File: config.mk
export PLATFORM = sky130hd
export DESIGN_NAME = core
export DESIGN_NICKNAME = d
export VERILOG_FILES = /design/src/core_pkg.sv /design/src/int_regfile.sv /design/src/ifetch.sv /design/src/decode.sv /design/src/exec.sv /design/src/writeback.sv /design/src/core.sv
export SDC_FILE = /design/constraint.sdc
export NUM_CORES = 2
export LEC_CHECK = 0
export ABC_CLOCK_PERIOD_IN_PS = 11300
export BUFFER_PORTS_ARGS = -buffer_cell sky130_fd_sc_hd__buf_2
export CAP_MARGIN = 20
export CORE_MARGIN = 4
export CORE_UTILIZATION = 55
export CTS_CLUSTER_SIZE = 12
export DETAILED_ROUTE_END_ITERATION = 8
export PLACE_DENSITY_LB_ADDON = 0.15
export SLEW_MARGIN = 20
export SYNTH_ARGS = -nofsm -noshare
export SYNTH_HDL_FRONTEND = slang
export SYNTH_SLANG_ARGS = --single-unit
File: constraint.sdc
create_clock -name clk -period 11.3 [get_ports clk]
set_input_delay 1.13 -clock clk [delete_from_list [all_inputs] [get_ports clk]]
set_output_delay 1.13 -clock clk [all_outputs]
set_load 0.02 [all_outputs]
File: src/core_pkg.sv
package core_pkg;

    typedef logic [31:0] word_t;
    typedef logic [31:0] addr_t;
    typedef logic [31:0] instr_t;
    typedef logic [4:0]  reg_sel_t;
    typedef logic [2:0]  op_class_t;

    // Instruction classes assigned by decode
    localparam op_class_t class_alu    = 3'd0;
    localparam op_class_t class_lui    = 3'd1;
    localparam op_class_t class_load   = 3'd2;
    localparam op_class_t class_store  = 3'd3;
    localparam op_class_t class_branch = 3'd4;
    localparam op_class_t class_jal    = 3'd5;

    localparam addr_t reset_pc = 32'h0000_0000;

    // RV32I major opcodes
    localparam logic [6:0] opc_op     = 7'b0110011;
    localparam logic [6:0] opc_op_imm = 7'b0010011;
    localparam logic [6:0] opc_lui    = 7'b0110111;
    localparam logic [6:0] opc_load   = 7'b0000011;
    localparam logic [6:0] opc_store  = 7'b0100011;
    localparam logic [6:0] opc_branch = 7'b1100011;
    localparam logic [6:0] opc_jal    = 7'b1101111;

    typedef struct packed {
        addr_t  addr;
        instr_t instr;
    } fetch_out_t;

    typedef struct packed {
        op_class_t  op_class;
        logic [3:0] alu_fn;     // {sub, funct3}
        reg_sel_t   rd;
        logic       rd_write;
        word_t      op_a;
        word_t      op_b;
        word_t      store_data;
        word_t      imm;
        addr_t      addr;
        logic       bne;
    } decode_out_t;

    typedef struct packed {
        reg_sel_t rd;
        logic     write;
        word_t    result;
        addr_t    addr;
        addr_t    next_pc;
    } exec_out_t;

    typedef struct packed {
        logic  req;
        addr_t addr;
    } imem_req_t;

    typedef struct packed {
        logic  req;
        logic  write;
        addr_t addr;
        word_t wdata;
    } dmem_req_t;

    typedef struct packed {
        logic  ack;
        word_t rdata;
    } mem_rsp_t;

endpackage

File: src/int_regfile.sv
`timescale 1ns/1ps

module int_regfile import core_pkg::*; (
    input  logic     clk,
    input  logic     rst,
    input  logic     write_enable,
    input  reg_sel_t write_sel,
    input  word_t    write_data,
    input  reg_sel_t read1_sel,
    input  reg_sel_t read2_sel,
    input  reg_sel_t read3_sel,
    output word_t    read1_data,
    output word_t    read2_data,
    output word_t    read3_data
);

    word_t regs [32];   // Entry 0 is never written

    always_ff @(posedge clk) begin
        if (!rst && write_enable && write_sel != '0)
            regs[write_sel] <= write_data;
    end

    assign read1_data = read1_sel == '0 ? '0 : regs[read1_sel];
    assign read2_data = read2_sel == '0 ? '0 : regs[read2_sel];
    assign read3_data = read3_sel == '0 ? '0 : regs[read3_sel];

endmodule

File: src/ifetch.sv
`timescale 1ns/1ps

module ifetch import core_pkg::*; (
    input  logic       clk,
    input  logic       rst,
    input  logic       flush,
    input  addr_t      redirect_addr,
    output imem_req_t  imem_req,
    input  mem_rsp_t   imem_rsp,
    output fetch_out_t fetch_out,
    input  logic       next_stalled,
    output logic       stall_next
);

    typedef enum logic [1:0] {
        fetch_idle,
        fetch_wait,
        fetch_discard
    } fetch_state_t;

    fetch_state_t state;
    addr_t pc;              // Address of the next fetch
    logic  out_valid;
    logic  take;
    logic  capture;

    assign take    = out_valid && !next_stalled;
    assign capture = state == fetch_wait && imem_rsp.ack && !flush;

    assign imem_req.req  = state == fetch_wait;
    assign imem_req.addr = pc;
    assign stall_next    = !out_valid;

    always_ff @(posedge clk) begin
        if (capture) begin
            fetch_out.addr  <= pc;
            fetch_out.instr <= imem_rsp.rdata;
        end

        if (rst) begin
            state     <= fetch_idle;
            pc        <= reset_pc;
            out_valid <= 1'b0;
        end else begin
            if (take)
                out_valid <= 1'b0;
            case (state)
                fetch_idle: begin
                    // Only request once the output slot frees up
                    if (!flush && (!out_valid || take))
                        state <= fetch_wait;
                end
                fetch_wait: begin
                    if (imem_rsp.ack)
                        state <= fetch_idle;
                    else if (flush)
                        state <= fetch_discard;  // Ack still owed for the old address
                    if (capture) begin
                        out_valid <= 1'b1;
                        pc        <= pc + 32'd4;
                    end
                end
                default: begin
                    if (imem_rsp.ack)
                        state <= fetch_idle;
                end
            endcase
            if (flush) begin
                pc        <= redirect_addr;
                out_valid <= 1'b0;
            end
        end
    end

endmodule

File: src/decode.sv
`timescale 1ns/1ps

module decode import core_pkg::*; (
    input  logic        clk,
    input  logic        rst,
    input  logic        flush,
    input  fetch_out_t  fetch_in,
    input  logic        prev_stalled,
    output logic        stall_prev,
    input  logic        next_stalled,
    output logic        stall_next,
    output reg_sel_t    read1_sel,
    output reg_sel_t    read2_sel,
    input  word_t       read1_data,
    input  word_t       read2_data,
    input  exec_out_t   bypass_exec,
    input  logic        bypass_exec_valid,
    input  exec_out_t   bypass_wb,
    input  logic        bypass_wb_valid,
    input  reg_sel_t    load_pending_rd,
    input  logic        load_pending,
    output decode_out_t decode_out
);

    instr_t     instr;
    logic [6:0] opcode;
    logic [2:0] funct3;
    reg_sel_t   rs1, rs2, rd;
    op_class_t  op_class;
    word_t      imm;
    logic       uses_rs1, uses_rs2, rd_write;
    word_t      rs1_val, rs2_val;
    logic       out_valid, hazard, accept;

    assign instr  = fetch_in.instr;
    assign opcode = instr[6:0];
    assign rd     = instr[11:7];
    assign funct3 = instr[14:12];
    assign rs1    = instr[19:15];
    assign rs2    = instr[24:20];

    assign read1_sel = rs1;
    assign read2_sel = rs2;

    always_comb begin
        op_class = class_alu;
        imm      = {{20{instr[31]}}, instr[31:20]};     // I-type
        uses_rs1 = 1'b1;
        uses_rs2 = 1'b0;
        rd_write = 1'b0;
        case (opcode)
            opc_op: begin
                uses_rs2 = 1'b1;
                rd_write = 1'b1;
            end
            opc_op_imm: rd_write = 1'b1;
            opc_lui: begin
                op_class = class_lui;
                imm      = {instr[31:12], 12'b0};
                uses_rs1 = 1'b0;
                rd_write = 1'b1;
            end
            opc_load: begin
                op_class = class_load;
                rd_write = 1'b1;
            end
            opc_store: begin
                op_class = class_store;
                imm      = {{20{instr[31]}}, instr[31:25], instr[11:7]};
                uses_rs2 = 1'b1;
            end
            opc_branch: begin
                op_class = class_branch;
                imm      = {{19{instr[31]}}, instr[31], instr[7], instr[30:25],
                            instr[11:8], 1'b0};
                uses_rs2 = 1'b1;
            end
            opc_jal: begin
                op_class = class_jal;
                imm      = {{11{instr[31]}}, instr[31], instr[19:12], instr[20],
                            instr[30:21], 1'b0};
                uses_rs1 = 1'b0;
                rd_write = 1'b1;
            end
            default: uses_rs1 = 1'b0;   // Unknown opcode runs as a nop
        endcase
    end

    // Exec result wins over writeback, x0 never bypassed
    function automatic word_t operand(reg_sel_t sel, word_t rf_data);
        if (sel == '0)
            return '0;
        if (bypass_exec_valid && bypass_exec.write && bypass_exec.rd == sel)
            return bypass_exec.result;
        if (bypass_wb_valid && bypass_wb.write && bypass_wb.rd == sel)
            return bypass_wb.result;
        return rf_data;
    endfunction

    // Source still being produced by our own output or a pending load
    function automatic logic blocked(reg_sel_t sel);
        return sel != '0 &&
               ((out_valid && decode_out.rd_write && decode_out.rd == sel) ||
                (load_pending && load_pending_rd == sel));
    endfunction

    assign rs1_val = operand(rs1, read1_data);
    assign rs2_val = operand(rs2, read2_data);
    assign hazard  = (uses_rs1 && blocked(rs1)) || (uses_rs2 && blocked(rs2));

    assign stall_prev = hazard || (out_valid && next_stalled) || flush;
    assign accept     = !prev_stalled && !stall_prev;
    assign stall_next = !out_valid;

    always_ff @(posedge clk) begin
        if (accept) begin
            decode_out.op_class   <= op_class;
            decode_out.alu_fn     <= {opcode == opc_op && instr[30], funct3};
            decode_out.rd         <= rd;
            decode_out.rd_write   <= rd_write && rd != '0;
            decode_out.op_a       <= rs1_val;
            decode_out.op_b       <= uses_rs2 && opcode != opc_store ? rs2_val : imm;
            decode_out.store_data <= rs2_val;
            decode_out.imm        <= imm;
            decode_out.addr       <= fetch_in.addr;
            decode_out.bne        <= funct3[0];
        end

        if (rst || flush)
            out_valid <= 1'b0;
        else if (accept)
            out_valid <= 1'b1;
        else if (!next_stalled)
            out_valid <= 1'b0;
    end

endmodule

File: src/exec.sv
`timescale 1ns/1ps

module exec import core_pkg::*; (
    input  logic        clk,
    input  logic        rst,
    input  decode_out_t decode_in,
    input  logic        prev_stalled,
    output logic        stall_prev,
    output logic        stall_next,
    output exec_out_t   exec_out,
    output logic        flush,
    output addr_t       redirect_addr,
    output dmem_req_t   dmem_req,
    input  mem_rsp_t    dmem_rsp,
    output reg_sel_t    load_pending_rd,
    output logic        load_pending
);

    typedef enum logic {
        exec_idle,
        exec_wait
    } exec_state_t;

    exec_state_t state;
    logic  out_valid;
    logic  taken;           // Registered with the output, drives flush
    logic  accept;
    logic  is_mem;
    logic  take_branch;
    addr_t target, link_addr;
    word_t result;

    function automatic word_t alu(logic [3:0] fn, word_t a, word_t b);
        case (fn[2:0])
            3'b000:  return fn[3] ? a - b : a + b;
            3'b001:  return a << b[4:0];
            3'b010:  return {31'b0, $signed(a) < $signed(b)};
            3'b100:  return a ^ b;
            3'b101:  return a >> b[4:0];
            3'b110:  return a | b;
            3'b111:  return a & b;
            default: return a + b;
        endcase
    endfunction

    assign stall_prev = state != exec_idle || flush;
    assign accept     = !prev_stalled && !stall_prev;
    assign stall_next = !out_valid;
    assign flush      = out_valid && taken;

    assign is_mem    = decode_in.op_class == class_load || decode_in.op_class == class_store;
    assign target    = decode_in.addr + decode_in.imm;
    assign link_addr = decode_in.addr + 32'd4;

    always_comb begin
        take_branch = 1'b0;
        case (decode_in.op_class)
            class_branch: take_branch = (decode_in.op_a == decode_in.op_b) ^ decode_in.bne;
            class_jal:    take_branch = 1'b1;
            default:      take_branch = 1'b0;
        endcase
    end

    always_comb begin
        case (decode_in.op_class)
            class_alu: result = alu(decode_in.alu_fn, decode_in.op_a, decode_in.op_b);
            class_lui: result = decode_in.imm;
            class_jal: result = link_addr;
            default:   result = '0;     // Loads fill in on ack
        endcase
    end

    // Only a load in flight has a destination here
    assign load_pending    = state == exec_wait && exec_out.write;
    assign load_pending_rd = exec_out.rd;

    always_ff @(posedge clk) begin
        if (accept) begin
            exec_out.rd      <= decode_in.rd;
            exec_out.write   <= decode_in.rd_write;
            exec_out.result  <= result;
            exec_out.addr    <= decode_in.addr;
            exec_out.next_pc <= take_branch ? target : link_addr;
            redirect_addr    <= target;
            dmem_req.write   <= decode_in.op_class == class_store;
            dmem_req.addr    <= decode_in.op_a + decode_in.imm;
            dmem_req.wdata   <= decode_in.store_data;
        end
        if (state == exec_wait && dmem_rsp.ack)
            exec_out.result <= dmem_rsp.rdata;

        if (rst) begin
            state        <= exec_idle;
            out_valid    <= 1'b0;
            taken        <= 1'b0;
            dmem_req.req <= 1'b0;
        end else begin
            out_valid <= 1'b0;      // Writeback takes every valid output
            taken     <= 1'b0;
            case (state)
                exec_idle: begin
                    if (accept && is_mem) begin
                        state        <= exec_wait;
                        dmem_req.req <= 1'b1;
                    end else if (accept) begin
                        out_valid <= 1'b1;
                        taken     <= take_branch;
                    end
                end
                default: begin
                    if (dmem_rsp.ack) begin
                        state        <= exec_idle;
                        dmem_req.req <= 1'b0;
                        out_valid    <= 1'b1;
                    end
                end
            endcase
        end
    end

endmodule

File: src/writeback.sv
`timescale 1ns/1ps

module writeback import core_pkg::*; (
    input  logic      clk,
    input  logic      rst,
    input  exec_out_t exec_in,
    input  logic      prev_stalled,
    output exec_out_t wb_out,
    output logic      wb_valid,
    output logic      reg_write_enable,
    output addr_t     reg_pc
);

    assign reg_write_enable = wb_valid && wb_out.write;

    always_ff @(posedge clk) begin
        if (!prev_stalled)
            wb_out <= exec_in;

        if (rst) begin
            wb_valid <= 1'b0;
            reg_pc   <= reset_pc;
        end else begin
            wb_valid <= !prev_stalled;
            if (!prev_stalled)
                reg_pc <= exec_in.next_pc;  // Commit moves with the valid flag
        end
    end

endmodule

File: src/core.sv
`timescale 1ns/1ps

module core import core_pkg::*; (
    input  logic       clk,
    input  logic       rst,
    output imem_req_t  imem_req,
    input  mem_rsp_t   imem_rsp,
    output dmem_req_t  dmem_req,
    input  mem_rsp_t   dmem_rsp,
    input  reg_sel_t   reg_read_sel,
    output word_t      reg_read_data,
    output addr_t      reg_pc,
    output fetch_out_t fetch_instr
);

    reg_sel_t clear_sel;
    logic     clearing;

    // Walk x31 down to x1 once reset drops
    always_ff @(posedge clk) begin
        if (rst) begin
            clear_sel <= 5'd31;
            clearing  <= 1'b1;
        end else if (clearing) begin
            clear_sel <= clear_sel - 5'd1;
            if (clear_sel == 5'd1)
                clearing <= 1'b0;
        end
    end

    logic        ifetch_stall_next, ifetch_next_stalled;
    logic        decode_stall_next, decode_next_stalled;
    logic        exec_stall_next;
    logic        exec_flush;
    addr_t       exec_redirect;
    reg_sel_t    read1_sel, read2_sel;
    word_t       read1_data, read2_data;
    decode_out_t decode_out;
    exec_out_t   exec_out;
    exec_out_t   wb_out;
    logic        wb_valid, wb_write_enable;
    reg_sel_t    load_pending_rd;
    logic        load_pending;

    ifetch ifetch_i (
        .clk,
        .rst,
        .flush         (exec_flush || clearing),    // Fetch held off while clearing
        .redirect_addr (clearing ? reset_pc : exec_redirect),
        .imem_req,
        .imem_rsp,
        .fetch_out     (fetch_instr),
        .next_stalled  (ifetch_next_stalled),
        .stall_next    (ifetch_stall_next)
    );

    decode decode_i (
        .clk,
        .rst,
        .flush             (exec_flush),
        .fetch_in          (fetch_instr),
        .prev_stalled      (ifetch_stall_next),
        .stall_prev        (ifetch_next_stalled),
        .next_stalled      (decode_next_stalled),
        .stall_next        (decode_stall_next),
        .read1_sel,
        .read2_sel,
        .read1_data,
        .read2_data,
        .bypass_exec       (exec_out),
        .bypass_exec_valid (!exec_stall_next),
        .bypass_wb         (wb_out),
        .bypass_wb_valid   (wb_valid),
        .load_pending_rd,
        .load_pending,
        .decode_out
    );

    exec exec_i (
        .clk,
        .rst,
        .decode_in     (decode_out),
        .prev_stalled  (decode_stall_next),
        .stall_prev    (decode_next_stalled),
        .stall_next    (exec_stall_next),
        .exec_out,
        .flush         (exec_flush),
        .redirect_addr (exec_redirect),
        .dmem_req,
        .dmem_rsp,
        .load_pending_rd,
        .load_pending
    );

    writeback writeback_i (
        .clk,
        .rst,
        .exec_in          (exec_out),
        .prev_stalled     (exec_stall_next),
        .wb_out,
        .wb_valid,
        .reg_write_enable (wb_write_enable),
        .reg_pc
    );

    int_regfile regs_i (
        .clk,
        .rst,
        .write_enable (clearing || wb_write_enable),
        .write_sel    (clearing ? clear_sel : wb_out.rd),
        .write_data   (clearing ? '0 : wb_out.result),
        .read1_sel,
        .read2_sel,
        .read3_sel    (reg_read_sel),
        .read1_data,
        .read2_data,
        .read3_data   (reg_read_data)
    );

endmodule

==> flow_metrics.env <==
export IMPL_outcome="complete, no violations"
export IMPL_io_buffers=299
export IMPL_drtPass1Iterations=6
export IMPL_synth_cell_type_count=82
export IMPL_critical_path_most_common_cell="a21oi_1"
export IMPL_fin_crit_sh_pct=50.5
export IMPL_cp_arrival_ns=6.23
export IMPL_die_x_um=408
export IMPL_die_h_um=408
export IMPL_synth_common_cells="edfxtp_1, mux4_2, nor2_1"
export IMPL_slew_violations=0
export IMPL_yosys_warnings=0
export IMPL_place_area_um2=92000
export IMPL_path_max_fanout=46
export IMPL_synth_seq_area_share_pct=52.1
export IMPL_rows=146
export IMPL_grt_pass1_wl_um=439000
export IMPL_tns_ns=0
export IMPL_rsz0062_at_grt="no"
export IMPL_synth_edf_count=1466
export IMPL_path_cells="buf_4 -> clkinv_1 -> ha_1 -> a21oi_1 -> o21bai_1 -> a211o_1 -> nand3_1 -> a211oi_1 -> o21ai_0 -> and4_1 -> nor3_1 -> a21oi_1 -> a221o_1"
export IMPL_finClkSkew_ns=0.0435
export IMPL_p_leak_nw=33.3
export IMPL_cts_root_buffer="clkbuf_16"
export IMPL_cts_hold_buf=0
export IMPL_drc=0
export IMPL_dp_hpwl_um=201000
export IMPL_yosysMostFrequentCell="edfxtp_1"
export IMPL_start_util_pct=55.5
export IMPL_grt_pass1_vias=58600
export IMPL_routed_wl_um=312000
export IMPL_powerDensity_nw_per_um2=123
export IMPL_cts_sinks=1555
export IMPL_ys_async_sr_fraction_pct=0
export IMPL_drv_cap=0
export IMPL_grt_remaining_overflow=0
export IMPL_die_area_um2=166000
export IMPL_holdCritPathClass="reg2reg"
export IMPL_synthesis_area_um2=87900
export IMPL_netlist_instances=5885
export IMPL_h_tree_depth=4
export IMPL_ys_top_cells_by_area="edfxtp_1, mux4_2, ha_1"
export IMPL_synth_area_per_cell_um2=14.9
export IMPL_ant_nets=0
export IMPL_core_um2=159000
export IMPL_vias=61000
export IMPL_wl_per_cell_um=37.6
export IMPL_insertion_delay_ns=0.83
export IMPL_drive_gt1_share_pct=28.7
export IMPL_crit_path_start_kind="flip-flop"
export IMPL_ys_seq_elements=1555
export IMPL_post_cts_resize_count=0
export IMPL_max_stage_delay_ns=0.76
export IMPL_antenna_found_initial=14
export IMPL_max_freq_ghz=0.175
export IMPL_cts_made_buffers=169
export IMPL_worstSetupPathType="reg2reg"
export IMPL_synth_top_area_share_pct=50.1
export IMPL_peakVddDrop_uv=161
export IMPL_vias_per_cell=7.37
export IMPL_clockBufferDepth=3
export IMPL_first_iter_violations=9527
export IMPL_final_area_um2=97500
export IMPL_syn_to_final_growth_pct=10.8
export IMPL_cts_tree="done"
export IMPL_clkTransAtPathRegs_ns=0.06
export IMPL_cp_data_required_time_ns=11.82
export IMPL_setup_viol=0
export IMPL_grt_max_degree=155
export IMPL_finalHoldViolCount=0
export IMPL_crit_buf_inv=2
export IMPL_fin_crit_ns=5.71
export IMPL_yosysTopAreaCell="edfxtp_1"
export IMPL_post_cts_buffers=0
export IMPL_ys_flop_type="edfxtp_1"
export IMPL_worst_pin_slew_ns=1.19
export IMPL_cp_end_kind="flip-flop"
export IMPL_relSlewSlack_pct=20.7
export IMPL_fin_nets=6328
export IMPL_gp_congestion=1.04
export IMPL_slowest_stage="a211oi_1"
export IMPL_io_pin_count=300
export IMPL_track_usage_pct=37.1
export IMPL_critical_path_top_delay_family="compound AO/OA/AOI/OAI gates"
## worst paths after layout
path	cells past startpoint	to	slack (ns)	start
min reg2reg	0	exec_i.dmem_req[21]	0.42	decode_i.decode_out[86]
max	13	exec_i.exec_out[85]	5.59	decode_i.decode_out[98]
max reg2reg	13	exec_i.exec_out[85]	5.59	decode_i.decode_out[98]
min	0	exec_i.dmem_req[21]	0.42	decode_i.decode_out[86]
## worst register-to-register path: cells and delay by family, from the launching register on
kind                     cells  cell delay (ns)
AO/OA/AOI/OAI                7             2.69
buffers and inverters        2             1.09
AND/OR/NAND/NOR              3             0.79
adder cells (fa/ha/maj)      1             0.54
flip-flops                   1             0.32
## layout make-up
cell class / count / area [um^2]
Fill cell: 11800 / 61100
Multi-Input combinational cell: 3771 / 40500
Clock inverter: 81 / 872
Sequential cell: 1555 / 45800
Timing Repair Buffer: 438 / 2710
Tap cell: 2072 / 2590
Antenna cell: 5 / 12.5
Clock buffer: 217 / 4430
Inverter: 140 / 531
## state kept, by name, indices dropped and copies added (netlist names), 2 cells and up, named ones only
name and count:
exec_i.load_pending_rd 5, exec_i.redirect_addr 32, clear_sel 5, writeback_i.wb_out 38, ifetch_i.pc 32, writeback_i.reg_pc 32
ifetch_i.fetch_out 64, ifetch_i.state 2, exec_i.dmem_req 66, regs_i.regs 1024, exec_i.exec_out 65, decode_i.decode_out 173
## metrics by stage
step	hold slack, ns	worst slack, ns	cells	utilization, %	power, mW
6_report	0.415	5.59	8279	61.5	12.0
2_1_floorplan	0.400	4.93	5916	-	6.61
4_1_cts	0.418	5.66	8274	61.4	12.0
3_3_place_gp	0.402	5.73	7971	58.0	6.74
3_5_place_dp	0.406	5.67	7976	58.1	6.74
5_1_grt	0.426	5.51	8275	61.5	12.3
## where the power goes
group | total (mW) | leakage [nW] | switching (mW) | internal [mW]
sequential | 6.26 | 14.6 | 0.0182 | 6.24
clock | 5.36 | 2.56 | 2.38 | 2.98
combinational | 0.370 | 16.1 | 0.213 | 0.158
total | 12.0 | 33.3 | 2.61 | 9.38
## logic make-up after synthesis
family / Yosys count / share of synthesized area, %
AO/OA/AOI/OAI: 1080 / 7.84
buffers and inverters: 590 / 2.55
other: 1 / 0.00426
XOR/XNOR: 182 / 1.81
AND/OR/NAND/NOR: 1104 / 5.64
flip-flops: 1555 / 52.1
multiplexers: 1193 / 27.5
adder cells (fa/ha/maj): 180 / 2.60
## cell usage in the layout, fill, tap and decap left out, types with 21 or more instances in the layout
cell type and instances:
clkinv_2 21, buf_4 131, nor2_1 425, o211ai_1 37
edfxtp_1 1466, clkinv_1 34, o21a_1 27, nand4_1 32
a211oi_1 107, mux2_2 34, clkbuf_16 169, o21bai_1 25
clkbuf_1 46, nor3_1 63, xnor2_1 111, mux4_2 972
a21o_1 66, nor2b_1 39, a21oi_1 326, nand3_1 61
o21ai_0 243, ha_1 176, conb_1 32, a221oi_1 22
buf_2 294, mux2i_1 187, dfxtp_1 77, o31ai_1 39
nand2b_1 37, nand2_1 275, a22oi_1 34, xor2_1 71
nor2_4 36, inv_1 133
## layer usage
| metal | global-route usage [%] | share of wire, % |
|---|---|---|
| met5 | 0.489 | 0.057 |
| met4 | 19.5 | 6.6 |
| met3 | 10.3 | 13 |
| met2 | 56.3 | 45 |
| met1 | 49.2 | 35 |
(Power assumes the default switching activity.)
